**src/design/soc_defs.svh**
```systemverilog
/*
 * Bus widths, memory size, region codes and counter widths for the
 * system controller. Include wherever these constants are needed.
 */
`ifndef SOC_DEFS_SVH
`define SOC_DEFS_SVH

// wishbone bus
`define WB_AW 32
`define WB_DW 32
`define WB_SW 4

// bios block ram, 2048 words = 8 KiB at address 0
`define BRAM_WORDS 2048

// region code in the top address nibble
`define REGION_LED 4'hE

// reset delay counter, 2^12 cycles after lock
`define RST_CNT_BITS 12

// real-time tick, wraps every 2^16 cycles
`define RTC_BITS 16

`define LED_W 8

`endif

```
**src/design/soc_pkg.sv**
```systemverilog
/*
 * Shared types for the system controller bus: the address word with its
 * region and word views, and the region codes the decoder knows.
 */
`include "soc_defs.svh"

package soc_pkg;

	// region view, used by the decoder
	typedef struct packed {
		logic [3:0]         region;
		logic [`WB_AW-5:0]  offset;
	} wb_addr_rgn_t;

	// word view, used by the slaves
	typedef struct packed {
		logic [`WB_AW-3:0]  word;
		logic [1:0]         byte_ofs;
	} wb_addr_wrd_t;

	// one address word, decoded two ways
	typedef union packed {
		wb_addr_rgn_t rgn;
		wb_addr_wrd_t wrd;
	} wb_addr_u;

	typedef enum logic [3:0] {
		RGN_BIOS = 4'h0,
		RGN_LED  = `REGION_LED
	} region_e;

endpackage

```
**src/design/wb_bus_if.sv**
```systemverilog
/*
 * One decoded wishbone slave bus. The decoder takes the master modport,
 * each slave the slave modport. A request is cyc and stb both high.
 */
`timescale 1ns/100ps
`include "soc_defs.svh"

interface wb_bus_if;
	import soc_pkg::*;

	wb_addr_u           adr;
	logic [`WB_DW-1:0]  dat_w;
	logic [`WB_DW-1:0]  dat_r;
	logic [`WB_SW-1:0]  sel;
	logic               we;
	logic               stb;
	logic               cyc;
	logic               ack;

	modport master (
		output adr, dat_w, sel, we, stb, cyc,
		input  dat_r, ack
	);

	modport slave (
		input  adr, dat_w, sel, we, stb, cyc,
		output dat_r, ack
	);

endinterface

```
**src/design/bus_decoder.sv**
```systemverilog
/*
 * Address decoder for the single bus master. Picks the slave from the
 * region nibble, gates cyc to it alone and returns its read data and ack.
 * Unmapped addresses get no cyc, zero data and never an ack.
 */
`timescale 1ns/100ps
`include "soc_defs.svh"

module bus_decoder (
	input  soc_pkg::wb_addr_u  adr_i,
	input  logic [`WB_DW-1:0]  dat_i,
	input  logic [`WB_SW-1:0]  sel_i,
	input  logic               we_i,
	input  logic               stb_i,
	input  logic               cyc_i,
	output logic [`WB_DW-1:0]  dat_o,
	output logic               ack_o,
	wb_bus_if.master           bram_bus,
	wb_bus_if.master           led_bus
);
	import soc_pkg::*;

	localparam int BRAM_BYTES = `BRAM_WORDS * 4;

	region_e region;
	logic    cs_bram;
	logic    cs_led;

	assign region  = region_e'(adr_i.rgn.region);
	// bios space is the first 8 KiB of region 0
	assign cs_bram = (region == RGN_BIOS) && (adr_i.rgn.offset < BRAM_BYTES);
	assign cs_led  = (region == RGN_LED);

	// shared fields go to both slaves
	assign bram_bus.adr   = adr_i;
	assign bram_bus.dat_w = dat_i;
	assign bram_bus.sel   = sel_i;
	assign bram_bus.we    = we_i;
	assign bram_bus.stb   = stb_i;
	assign bram_bus.cyc   = cyc_i & cs_bram;

	assign led_bus.adr    = adr_i;
	assign led_bus.dat_w  = dat_i;
	assign led_bus.sel    = sel_i;
	assign led_bus.we     = we_i;
	assign led_bus.stb    = stb_i;
	assign led_bus.cyc    = cyc_i & cs_led;

	assign dat_o = cs_bram ? bram_bus.dat_r :
	               cs_led  ? led_bus.dat_r  : '0;

	assign ack_o = cs_bram ? bram_bus.ack :
	               cs_led  ? led_bus.ack  : 1'b0;

endmodule

```
**src/flat_wrapper.sv**
```systemverilog
// flat-port wrapper written by rule: the top's interface ports become plain ports
module bus_decoder_flat import soc_pkg::*;
  (adr_i, dat_i, sel_i, we_i, stb_i, cyc_i, dat_o, ack_o, bram_bus_adr, bram_bus_dat_w, bram_bus_sel, bram_bus_we, bram_bus_stb, bram_bus_cyc, bram_bus_dat_r, bram_bus_ack, led_bus_adr, led_bus_dat_w, led_bus_sel, led_bus_we, led_bus_stb, led_bus_cyc, led_bus_dat_r, led_bus_ack);
  wb_bus_if bram_bus_i ();
  wb_bus_if led_bus_i ();
  input  soc_pkg::wb_addr_u adr_i;
  input  logic [`WB_DW-1:0] dat_i;
  input  logic [`WB_SW-1:0] sel_i;
  input  logic we_i;
  input  logic stb_i;
  input  logic cyc_i;
  output logic [`WB_DW-1:0] dat_o;
  output logic ack_o;
  output wire logic [$bits(bram_bus_i.adr)-1:0] bram_bus_adr;
  output wire logic [$bits(bram_bus_i.dat_w)-1:0] bram_bus_dat_w;
  output wire logic [$bits(bram_bus_i.sel)-1:0] bram_bus_sel;
  output wire logic [$bits(bram_bus_i.we)-1:0] bram_bus_we;
  output wire logic [$bits(bram_bus_i.stb)-1:0] bram_bus_stb;
  output wire logic [$bits(bram_bus_i.cyc)-1:0] bram_bus_cyc;
  input wire logic [$bits(bram_bus_i.dat_r)-1:0] bram_bus_dat_r;
  input wire logic [$bits(bram_bus_i.ack)-1:0] bram_bus_ack;
  output wire logic [$bits(led_bus_i.adr)-1:0] led_bus_adr;
  output wire logic [$bits(led_bus_i.dat_w)-1:0] led_bus_dat_w;
  output wire logic [$bits(led_bus_i.sel)-1:0] led_bus_sel;
  output wire logic [$bits(led_bus_i.we)-1:0] led_bus_we;
  output wire logic [$bits(led_bus_i.stb)-1:0] led_bus_stb;
  output wire logic [$bits(led_bus_i.cyc)-1:0] led_bus_cyc;
  input wire logic [$bits(led_bus_i.dat_r)-1:0] led_bus_dat_r;
  input wire logic [$bits(led_bus_i.ack)-1:0] led_bus_ack;
  assign bram_bus_adr = bram_bus_i.adr;
  assign bram_bus_dat_w = bram_bus_i.dat_w;
  assign bram_bus_sel = bram_bus_i.sel;
  assign bram_bus_we = bram_bus_i.we;
  assign bram_bus_stb = bram_bus_i.stb;
  assign bram_bus_cyc = bram_bus_i.cyc;
  assign bram_bus_i.dat_r = bram_bus_dat_r;
  assign bram_bus_i.ack = bram_bus_ack;
  assign led_bus_adr = led_bus_i.adr;
  assign led_bus_dat_w = led_bus_i.dat_w;
  assign led_bus_sel = led_bus_i.sel;
  assign led_bus_we = led_bus_i.we;
  assign led_bus_stb = led_bus_i.stb;
  assign led_bus_cyc = led_bus_i.cyc;
  assign led_bus_i.dat_r = led_bus_dat_r;
  assign led_bus_i.ack = led_bus_ack;
  bus_decoder u_core (.adr_i(adr_i), .dat_i(dat_i), .sel_i(sel_i), .we_i(we_i), .stb_i(stb_i), .cyc_i(cyc_i), .dat_o(dat_o), .ack_o(ack_o), .bram_bus(bram_bus_i), .led_bus(led_bus_i));
endmodule
```
**config.mk**
```make
export PLATFORM = sky130hd
export DESIGN_NAME = bus_decoder_flat
export DESIGN_NICKNAME = d
export VERILOG_FILES = /design/src/design/soc_pkg.sv /design/src/design/wb_bus_if.sv /design/src/design/bus_decoder.sv /design/src/flat_wrapper.sv
export VERILOG_INCLUDE_DIRS = /design/src /design/src/design
export SDC_FILE = /design/constraint.sdc
export NUM_CORES = 1
export LEC_CHECK = 0
export BUFFER_PORTS_ARGS = -buffer_cell sky130_fd_sc_hd__buf_2
export CAP_MARGIN = 5
export CORE_AREA = 2 2 120 122
export DETAILED_ROUTE_END_ITERATION = 7
export DIE_AREA = 0 0 122 124
export GPL_TIMING_DRIVEN = 0
export PLACE_DENSITY = 0.52
export SLEW_MARGIN = 20
export SYNTH_ARGS = -nofsm -noshare
export SYNTH_HDL_FRONTEND = slang
export SYNTH_SLANG_ARGS = --single-unit
export TNS_END_PERCENT = 100
```
**constraint.sdc**
```tcl
create_clock -name vclk -period 1.6
set_clock_uncertainty 0.05 [all_clocks]
set_input_delay 0.32 -clock vclk [all_inputs]
set_output_delay 0.32 -clock vclk [all_outputs]
set_load 0.05 [all_outputs]
```
---- Word level (Yosys, flattened, before mapping) ----
Cells that the tools add are included.
storage, ports and cells
  output and inout port bits .............. 175
  input port bits ......................... 137
  register bits after elaboration ......... 0
  logic and storage cells ................. 10
cells by class
  bitwise logic cells ..................... 2
  reductions and logical operators ........ 2
  mux-type cells .......................... 4
  magnitude comparators ................... 1
  eq/ne operators ......................... 1
operators by type and width
  operator                                                                        count
  32-bit 2-to-1 mux                                                               2
  28-bit by 14-bit less-than comparator with 1-bit output, second input constant  1
  4-bit == test, second input constant                                            1
  4-bit logical NOT                                                               1
  1-bit AND                                                                       2
  1-bit 2-to-1 mux                                                                2
  1-bit logical AND                                                               1

---- Depth between registers and ports, before layout ----
Gate-level depths: netlist (run 1).
  depth in word-level cells ............... 3
  depth in mapped cells ................... 5
  gate-level depth less buffers ........... 3

---- Worst setup path after synthesis (run 1) ----
Ideal clock, no wire load.
  path type ............................... input-to-output
  from .................................... input adr_i[20] (netlist name)
  to ...................................... output ack_o
  setup slack ............................. -0.739 ns
  buffers on the path ..................... 0
  stages on the path ...................... 3
  data arrival time ....................... 1.969 ns
  required time ........................... 1.230 ns
  cell sequence ........................... nor4_2 -> nand4_2 -> o21ai_0
on the way
  cells in the longest elaborated chain, start to end .. 3
ends and longest elaborated chain
  element                                                  RTL line            text
  start, declared                                          flat_wrapper.sv:6   input soc_pkg::wb_addr_u adr_i;
  28-bit by 14-bit less-than comparator with 1-bit output  bus_decoder.sv:31   assign cs_bram = (region == RGN_BIOS) && (adr_i.rgn.offset < BRAM_BYTES);
  1-bit logical AND                                        bus_decoder.sv:31
  1-bit 2-to-1 mux                                         bus_decoder.sv:52   assign ack_o = cs_bram ? bram_bus.ack :
  end, declared                                            flat_wrapper.sv:13  output logic ack_o;
No other way between the ends.

---- Final worst setup path (run 1) ----
  from .................................... input adr_i[22] (netlist name)
  to ...................................... output dat_o[16]
on the way
  cells in the longest elaborated chain, start to end .. 3
ends and longest elaborated chain
  element                                                  RTL line            text
  28-bit by 14-bit less-than comparator with 1-bit output  bus_decoder.sv:31
  1-bit logical AND                                        bus_decoder.sv:31
  32-bit 2-to-1 mux                                        bus_decoder.sv:49   assign dat_o = cs_bram ? bram_bus.dat_r :
  end, declared                                            flat_wrapper.sv:12  output logic [`WB_DW-1:0] dat_o;
No other way between the ends.

==> results of run 1 <==
## cell usage in the layout (no fill, tap or decap)
cell type and count:
sky130_fd_sc_hd__and2_1 1, sky130_fd_sc_hd__and4b_4 1, sky130_fd_sc_hd__and4bb_2 1, sky130_fd_sc_hd__buf_12 3, sky130_fd_sc_hd__buf_16 3, sky130_fd_sc_hd__buf_2 222
sky130_fd_sc_hd__buf_4 144, sky130_fd_sc_hd__buf_6 31, sky130_fd_sc_hd__buf_8 11, sky130_fd_sc_hd__clkbuf_1 3, sky130_fd_sc_hd__clkbuf_16 1, sky130_fd_sc_hd__clkbuf_2 2
sky130_fd_sc_hd__clkbuf_4 1, sky130_fd_sc_hd__nand2_1 33, sky130_fd_sc_hd__nand3b_1 33, sky130_fd_sc_hd__nand4_4 1, sky130_fd_sc_hd__nor2_4 1, sky130_fd_sc_hd__nor4_4 4
sky130_fd_sc_hd__o21ai_2 3, sky130_fd_sc_hd__o21ai_4 30
## metal layers
layer  vias up  part of all wire [%]
met5         -                  0.20
met4         2                 0.074
met3         2                    11
met2       171                    56
met1      1066                    32
li1       1254                     -
## logic make-up after synthesis
group,count (synthesis),synth area share [%]
AND/OR/NAND/NOR,75,24.9
buffers and inverters,153,60.2
AO/OA/AOI/OAI,33,14.8
## how the worst max path moves through the flow
stage	from	to	cells after the start
finish	adr_i[22]	dat_o[16]	7
global route	adr_i[26]	dat_o[16]	7
CTS	adr_i[25]	dat_o[19]	7
detailed placement	adr_i[17]	dat_o[19]	6
global placement	adr_i[17]	dat_o[19]	6
floorplan	adr_i[29]	dat_o[10]	4
## stage by stage
step	setup TNS, ps	instances	hold WS (ps)	setup slack, ps
floorplan	-5900	261	757	-175
global placement	-26750	702	892	-922
detailed placement	-26330	702	892	-887
CTS	-11320	706	892	-384
global route	-12040	709	894	-395
finish	-9950	709	891	-322
## area by class of cell
| cell class | count | area share [%] |
|---|---|---|
| tap | 180 | 5.41 |
| multi-input combinational | 108 | 24.9 |
| timing repair buffer | 270 | 42.5 |
| buffer | 151 | 27.3 |
## report_power, final
group | total (µW) | leakage, µW | internal (µW) | switching [µW]
clock network | 0 | 0 | 0 | 0
registers | 0 | 0 | 0 | 0
logic | 1440 | 0.00216 | 498 | 943
total | 1440 | 0.00216 | 498 | 943
## what timing repair did
item | CTS | global route
setup buffers | 4 | 2
resized for setup | 91 | 20
cloned | 2 | 1
setup endpoints to repair | 35 | 35
endpoints found under the hold margin | 0 | 0
hold buffers | 0 | 0
pin swaps | 7 | 6
==> impl_summary.txt, run 1 <==
----------------------------------------------------
[Synth]
  Dominant cells by area after synthesis ... sky130_fd_sc_hd__buf_4 (56%), sky130_fd_sc_hd__o21ai_2 (14%), sky130_fd_sc_hd__nand3b_1 (13%)
  Synth Cell Area ... 0.00187 mm²
  Post-synth net total ... 398
  Cells after synthesis ... 261
  Most frequent cells after synthesis ... sky130_fd_sc_hd__buf_4 (140), sky130_fd_sc_hd__nand2_1 (33), sky130_fd_sc_hd__nand3b_1 (33)
  Post-synthesis sequential area ratio ... 0%
  Largest area contributor in the netlist ... sky130_fd_sc_hd__buf_4
  Post-Syn Area per Cell ... 7.17 µm²
  Area fraction of the dominant cell type after synthesis ... 56.2%
  Synth Warn # ... 0
  Most instantiated library cell after synthesis ... sky130_fd_sc_hd__buf_4
  Yosys cell types ... 14

[Final layout]
  Core Util, Final ... 30.4%
  Total area of multi-input combinational cells ... 0.00104 mm²
  Clock Buffer Count ... 0
  Relative area change from synthesis to final layout ... 123%
  Final-stage net count ... 668
  Antenna fix cells ... 0
  Fraction of layout instances using a drive strength above 1 ... 86.8%
  Number of flip-flops and latches ... 0
  Finished Cell Area ... 0.00416 mm²
  Count of filler cells inserted in the layout ... 1486
  Area used by sequential logic in the layout ... 0 µm²

[Worst setup path]
  Number of buffer and inverter stages on the critical path ... 4
  Critical Path Slowest Stage Cell ... sky130_fd_sc_hd__nor4_4
  Kind of start point of the critical path ... input pin
  Cell mode on critical path ... sky130_fd_sc_hd__buf_6
  Arrival time reported for the critical path endpoint ... 1550 ps
  Category of the critical setup timing path ... input pin to output port
  Worst Path Max Fanout ... 5
  Data required time at the worst endpoint ... 1230 ps
  CP cell instances ... buf_6 -> nor4_4 -> nand4_4 -> buf_12 -> buf_16 -> o21ai_4 -> buf_6
  Worst path max stage delay ... 320 ps
  Kind of end point of the critical path ... output port
  Largest delay contributor family on the critical path ... buffers and inverters

[Min path]
  Worst min path class ... input pin to output port
  Hold Path End ... bram_bus_stb
  Start point of the worst hold path ... stb_i
  Hold Path Depth ... 2

[Floorplanning]
  Vertical extent of the die ... 124 µm
  I/O pins ... 312
  Die area ... 0.0151 mm²
  Core area ... 0.0137 mm²
  Starting density of the core ... 13.6%
  Die Span X ... 122 µm
  Std-Cell Rows ... 43

[Pwr]
  Pleak ... 0.00216 µW
  Power per unit of standard cell area ... 346 mW/mm²
  Peak supply drop ... 0.000177 V
  Power after layout ... 1440 µW

[Global route]
  Met1 track utilization from global routing ... 9.18%
  Routing layer with the top usage in global route ... met2
  First-pass GRT wire length ... 10700 µm
  All-Layer GR Usage ... 8.83%
  Met2 track demand over resource in global routing ... 19.2%
  Global Route met3 Usage ... 1.47%
  Initial antenna violation count ... 1
  Maximum number of pins on one net before global-route repair ... 11
  Vias in the first global route ... 2194
  Overflow after GRT ... 0

[Placed design]
  Final RePlAce weighted congestion ... 0.686
  Detailed placement HPWL ... 6980 µm
  Count of port buffers added during placement ... 261
  Placement-stage cell area ... 0.00371 mm²

[Run status]
  Violated checks ... setup timing
  Status ... finished, violations left

[STA]
  Number of failing setup endpoints in the final timing report ... 34
  Final count of pins violating max slew ... 0
  RSZ-0062 raised after global routing ... yes
  Max-Slew Margin vs Limit ... 76.6%
  Fmax ... 0.520 GHz
  Min Clock Period, post-route ... 1920 ps
  Worst slew pin tran ... 350 ps
  PnR worst setup slack ... -322 ps
  Final cycle utilization of the critical path ... 120%
  Number of hold violations in the final report ... 0

[Detailed routing]
  Number of vias in the routed layout ... 2495
  Post-route DRC ... 0
  First drt pass iteration count ... 4
  Routed wire per std cell ... 11.4 µm
  Vias per std cell ... 3.52
  Antenna-violating nets left ... 0
  Wirelength, routed ... 8100 µm
  Number of design-rule violations left by the first detailed-router iteration ... 18

[Run]
  Max-cap violation count ... 0

----------------------------------------------------
Note: power is estimated with default switching activity, not from simulation.
==> run 2: changes to the inputs <==
--- a/config.mk
+++ b/config.mk
@@ -6,13 +6,14 @@
 export SDC_FILE = /design/constraint.sdc
 export NUM_CORES = 1
 export LEC_CHECK = 0
+export ABC_AREA = 1
 export BUFFER_PORTS_ARGS = -buffer_cell sky130_fd_sc_hd__buf_2
 export CAP_MARGIN = 5
 export CORE_AREA = 2 2 120 122
 export DETAILED_ROUTE_END_ITERATION = 7
 export DIE_AREA = 0 0 122 124
 export GPL_TIMING_DRIVEN = 0
-export PLACE_DENSITY = 0.52
+export PLACE_DENSITY = 0.51
 export SLEW_MARGIN = 20
 export SYNTH_ARGS = -nofsm -noshare
 export SYNTH_HDL_FRONTEND = slang
==> run 2 against run 1 <==
  * The run still ends with setup timing left
  * Via count increased by 3.2%
  * Power decreased by 1.3%
  * Cell count increased by 3.7%
  * Synthesized cell count increased by 5.7%
  * Non-clock buffer count increased by 11
  * Routed wire length decreased by 2.4%
  * Critical endpoint is now dat_o[22]
==> impl_summary.txt, run 2 <==
----------------------------------------------------
[Run status]
  Status ... finished, violations left
  Violated checks ... setup timing

[Global route]
  All-Layer GR Usage ... 8.62%
  Vias in the first global route ... 2263
  Initial antenna violation count ... 0
  Overflow after GRT ... 0
  First-pass GRT wire length ... 10500 µm
  Maximum number of pins on one net before global-route repair ... 11

[Floorplanning]
  I/O pins ... 312
  Core area ... 0.0137 mm²
  Vertical extent of the die ... 124 µm
  Starting density of the core ... 12.8%
  Std-Cell Rows ... 43
  Die area ... 0.0151 mm²
  Die Span X ... 122 µm

[Pwr]
  Peak supply drop ... 0.000125 V
  Power after layout ... 1420 µW
  Pleak ... 0.00239 µW
  Power per unit of standard cell area ... 348 mW/mm²

[Placed design]
  Count of port buffers added during placement ... 261
  Final RePlAce weighted congestion ... 0.754
  Detailed placement HPWL ... 6390 µm
  Post-Place Setup Slack ... -457 ps

[Detailed routing]
  Post-route DRC ... 0
  Antenna-violating nets left ... 0
  Routed wire per std cell ... 10.8 µm
  Number of design-rule violations left by the first detailed-router iteration ... 70
  Wirelength, routed ... 7910 µm
  First drt pass iteration count ... 4
  Number of vias in the routed layout ... 2575
  Vias per std cell ... 3.50

[Worst setup path]
  Category of the critical setup timing path ... input pin to output port
  Arrival time reported for the critical path endpoint ... 1380 ps
  Critical Path Slowest Stage Cell ... sky130_fd_sc_hd__buf_12
  Kind of end point of the critical path ... output port
  Largest delay contributor family on the critical path ... simple AND/OR/NAND/NOR gates
  Worst Path Max Fanout ... 5
  CP Depth ... 9
  Number of buffer and inverter stages on the critical path ... 4
  Kind of start point of the critical path ... input pin
  Data required time at the worst endpoint ... 1230 ps
  Worst path max stage delay ... 150 ps
  CP cell instances ... buf_6 -> nor2_4 -> nand2_2 -> nor2_4 -> buf_12 -> buf_8 -> nand4_1 -> nand2_2 -> buf_8

[Synth]
  Most instantiated library cell after synthesis ... sky130_fd_sc_hd__buf_4
  Post-synthesis sequential area ratio ... 0%
  Cells after synthesis ... 276
  Post-synth net total ... 413
  Synth Cell Area ... 0.00176 mm²
  Dominant cells by area after synthesis ... sky130_fd_sc_hd__buf_4 (60%), sky130_fd_sc_hd__nand2_1 (15%), sky130_fd_sc_hd__nand4_1 (12%)
  Largest area contributor in the netlist ... sky130_fd_sc_hd__buf_4
  Post-Syn Area per Cell ... 6.36 µm²
  Synth Warn # ... 0
  Area fraction of the dominant cell type after synthesis ... 60.3%
  Yosys cell types ... 13
  Most frequent cells after synthesis ... sky130_fd_sc_hd__buf_4 (141), sky130_fd_sc_hd__nand2_1 (68), sky130_fd_sc_hd__nand4_1 (34)

[STA]
  Number of hold violations in the final report ... 0
  Final cycle utilization of the critical path ... 109%
  PnR worst setup slack ... -147 ps
  Final count of pins violating max slew ... 0
  Worst slew pin tran ... 263 ps
  Min Clock Period, post-route ... 1750 ps
  Max-Slew Margin vs Limit ... 82.6%
  Final-layout worst hold slack ... 891 ps
  RSZ-0062 raised after global routing ... yes
  Number of failing setup endpoints in the final timing report ... 34
  Fmax ... 0.572 GHz

[Final layout]
  Antenna fix cells ... 0
  Most common library cell in the layout ignoring fill and taps ... sky130_fd_sc_hd__buf_2
  Final-stage net count ... 694
  Count of filler cells inserted in the layout ... 1471
  Relative area change from synthesis to final layout ... 133%
  Number of flip-flops and latches ... 0
  Core Util, Final ... 29.8%
  Area used by sequential logic in the layout ... 0 µm²
  Fraction of layout instances using a drive strength above 1 ... 86.1%
  Most used cells in the layout excluding fill and tap cells ... sky130_fd_sc_hd__buf_2 (213), sky130_fd_sc_hd__buf_4 (152), sky130_fd_sc_hd__buf_8 (38), sky130_fd_sc_hd__nand2_1 (36), sky130_fd_sc_hd__nand4_1 (34)
  Clock Buffer Count ... 0

[Min path]
  Start point of the worst hold path ... dat_i[11]
  Hold Path Depth ... 2
  Hold Path End ... bram_bus_dat_w[11]
  Worst min path class ... input pin to output port

[Clock tree]
  Hold buffer count at cts ... 0

[Run]
  Max-cap violation count ... 0

----------------------------------------------------
[run 2: cell types whose count changed after synthesis, sizes merged]
| cell | delta |
|---|---|
| nand2 | +37 |
| nand3b | -33 |
| nand4 | +33 |
| o21ai | -33 |
| nor2 | +12 |
| buf | +7 |
| clkbuf | -7 |
| inv | +4 |
| nor4 | -4 |
| and4b | -1 |
| and4bb | -1 |
| nand3 | +1 |
[run 2: area by class of cell]
cell class	count	area (µm²)	share of cell area, %
repair buffers	279	1920	47.1
plain buffers	153	1200	29.4
multi-input cells	119	722	17.7
well taps	180	225	5.51
inverters	4	15.0	0.367
[run 2: logic make-up (layout without fill, tap and decap cells)]
kind of cell / after synthesis / after routing / synth area share, %
buf+inv: 157 / 436 / 67.7
simple gates: 119 / 119 / 32.3
[run 2: through the flow]
| stage | instances | cell area [µm²] | setup TNS, ps |
|---|---|---|---|
| 5_1_grt | 735 | 4090 | -6150 |
| 3_5_place_dp | 717 | 3370 | -12910 |
| 2_1_floorplan | 276 | 1830 | 0 |
| 6_report | 735 | 4090 | -3310 |
| 4_1_cts | 730 | 3940 | -4240 |
| 3_3_place_gp | 717 | 3370 | -13030 |
[run 2: repair_timing]
item / in CTS / in global routing
buffers inserted: 7 / 5
resized for setup: 132 / 29
pin swaps: 39 / 31
endpoints found under the setup margin: 34 / 35
gates cloned: 6 / 0
[run 2: how the worst max path moves through the flow]
stage	end	from	slack, ps
6_report	dat_o[22]	adr_i[27]	-150
5_1_grt	dat_o[8]	adr_i[15]	-230
4_1_cts	dat_o[30]	adr_i[19]	-160
3_5_place_dp	dat_o[25]	adr_i[28]	-460
3_3_place_gp	dat_o[25]	adr_i[28]	-460
2_1_floorplan	bram_bus_cyc	adr_i[25]	20
[run 2: report_power, final]
group,internal [µW],leakage (µW),switching [µW]
registers,0,0,0
clock network,0,0,0
logic,505,0.00239,917
total,505,0.00239,917
[run 2: per-layer routing]
metal / global-route usage [%] / part of all wire (%) / vias to the layer above
met5: 0 / 0 / -
met4: 0.144 / 0.18 / 0
met3: 1.01 / 10 / 2
met2: 18.7 / 56 / 163
met1: 9.16 / 33 / 1107
li1: - / - / 1303
==> run 3: changes to the inputs <==
==> constraint.sdc (replaced) <==
create_clock -name vclk -period 2.1
set_clock_uncertainty 0.05 [all_clocks]
set_input_delay 0.42 -clock vclk [all_inputs]
set_output_delay 0.42 -clock vclk [all_outputs]
set_load 0.05 [all_outputs]
==> run 3 against run 2 <==
  * The flow now finishes without violations
  * First-iteration DRC count shrank 64%
  * Combinational power shrank 28%
  * Power decreased by 28%
  * Worst setup slack better by 220 ps
  * Clock-buffer cell count stayed put
  * Critical path type unchanged
  * Largest cell class unchanged
==> impl_summary.txt, run 3 (synthesized netlist as in run 2, its figures left out) <==
----------------------------------------------------
[Run status]
  Status ... finished, final reports clean

[Global route]
  Initial antenna violation count ... 0
  Maximum number of pins on one net before global-route repair ... 11
  First-pass GRT wire length ... 9830 µm
  Overflow after GRT ... 0
  All-Layer GR Usage ... 7.98%
  Vias in the first global route ... 2131

[STA]
  Number of failing setup endpoints in the final timing report ... 0
  Number of hold violations in the final report ... 0
  Fmax ... 0.492 GHz
  Worst slew pin tran ... 264 ps
  Final cycle utilization of the critical path ... 96.7%
  Final count of pins violating max slew ... 0
  Max-Slew Margin vs Limit ... 82.5%
  Min Clock Period, post-route ... 2030 ps

[Detailed routing]
  Wirelength, routed ... 7450 µm
  Antenna-violating nets left ... 0
  Post-route DRC ... 0
  Number of design-rule violations left by the first detailed-router iteration ... 25
  Routed wire per std cell ... 10.3 µm
  Number of vias in the routed layout ... 2464
  Vias per std cell ... 3.42
  First drt pass iteration count ... 4

[Worst setup path]
  Data required time at the worst endpoint ... 1630 ps
  Kind of end point of the critical path ... output port
  Source of the critical timing path ... adr_i[26]
  Critical Path Slowest Stage Cell ... sky130_fd_sc_hd__buf_2
  CP cell instances ... buf_2 -> nor2_1 -> nand2_1 -> nor2_4 -> buf_12 -> buf_6 -> nand4_1 -> nand2_1 -> buf_2
  Kind of start point of the critical path ... input pin
  Category of the critical setup timing path ... input pin to output port
  Worst Path Max Fanout ... 10
  Destination of the critical timing path ... dat_o[23]
  Worst path max stage delay ... 260 ps
  Arrival time reported for the critical path endpoint ... 1560 ps

[Floorplanning]
  Starting density of the core ... 12.8%
  Die Span X ... 122 µm
  Core area ... 0.0137 mm²
  Std-Cell Rows ... 43
  Vertical extent of the die ... 124 µm
  I/O pins ... 312
  Die area ... 0.0151 mm²

[Final layout]
  Most common library cell in the layout ignoring fill and taps ... sky130_fd_sc_hd__buf_2
  Fin cells ... 721
  Most used cells in the layout excluding fill and tap cells ... sky130_fd_sc_hd__buf_2 (236), sky130_fd_sc_hd__buf_4 (150), sky130_fd_sc_hd__nand2_1 (67), sky130_fd_sc_hd__nand4_1 (34), sky130_fd_sc_hd__buf_6 (17)
  Area used by sequential logic in the layout ... 0 µm²
  Count of filler cells inserted in the layout ... 1542
  Antenna fix cells ... 0
  Fraction of layout instances using a drive strength above 1 ... 78.6%
  Core Util, Final ... 25.0%
  Number of flip-flops and latches ... 0
  Relative area change from synthesis to final layout ... 95.4%
  Final-stage net count ... 680
  Clock Buffer Count ... 0

[Clock tree]
  Hold buffer count at cts ... 0

[Run]
  Max-cap violation count ... 0

[Pwr]
  Peak supply drop ... 0.0000954 V
  Power per unit of standard cell area ... 297 mW/mm²
  Pleak ... 0.00220 µW

[Placed design]
  Detailed placement HPWL ... 6550 µm
  Cells after DPL ... 717
  Count of port buffers added during placement ... 261
  Final RePlAce weighted congestion ... 0.748

[Min path]
  Worst min path class ... input pin to output port

----------------------------------------------------
## run 3: cell types whose count changed in the layout (fill, tap and decap cells not counted), moves of 7 or more
cell                       change
sky130_fd_sc_hd__nand2_1      +31
sky130_fd_sc_hd__clkbuf_4     +13
sky130_fd_sc_hd__buf_8        -38
sky130_fd_sc_hd__buf_6         -9
sky130_fd_sc_hd__nor2_4        -7
sky130_fd_sc_hd__nand2_2      -29
sky130_fd_sc_hd__buf_2        +23
sky130_fd_sc_hd__nor2_1        +7
## run 3: where the power goes
group | switching [µW] | total (µW) | internal, µW
sequential | 0 | 0 | 0
combinational | 682 | 1020 | 337
clock | 0 | 0 | 0
## run 3: per-stage QoR
step	TNS (ps)	area, µm²	setup slack (ps)	power [µW]	hold slack (ps)
after global placement	-319	3290	-59.6	1020	1090
after floorplan	0	1760	114	789	957
after global routing	-18.3	3430	-5.95	1070	1090
final	0	3430	69.3	1020	1090
after detailed placement	-144	3290	-43.1	1020	1090
after CTS	0	3310	6.55	1020	1090
## run 3: area by class of cell
type               count  area, µm²  area share [%]
repair buffers       265       1440            42.1
inverters              4       15.0           0.437
well taps            180        225            6.56
plain buffers        153       1180            34.4
multi-input cells    119        569            16.6
## run 3: worst min-delay path by stage
stage,from,endpoint,slack (ps),cells after the start
4_1_cts,dat_i[5],led_bus_dat_w[5],1090,2
3_3_place_gp,dat_i[19],led_bus_dat_w[19],1090,2
5_1_grt,dat_i[15],bram_bus_dat_w[15],1090,2
3_5_place_dp,dat_i[8],bram_bus_dat_w[8],1090,2
2_1_floorplan,adr_i[0],bram_bus_adr[0],960,1
6_report,dat_i[8],led_bus_dat_w[8],1090,2
## run 3: what timing repair did
action                     4_1_cts  5_1_grt
setup endpoints to repair        8       30
cloned                           0        1
buffers inserted                 0        3
pin swaps                        1        3
resized for setup                7       40
## run 3: metal layers
layer / part of all wire (%) / track usage (%)
met5: 0 / 0
met4: 0.25 / 0.359
met3: 11 / 1.14
met2: 56 / 17.8
met1: 32 / 7.89
## run 3: critical path, delay by kind of cell
family	cells	cell delay [ps]
simple gates	5	500
buf+inv	4	640
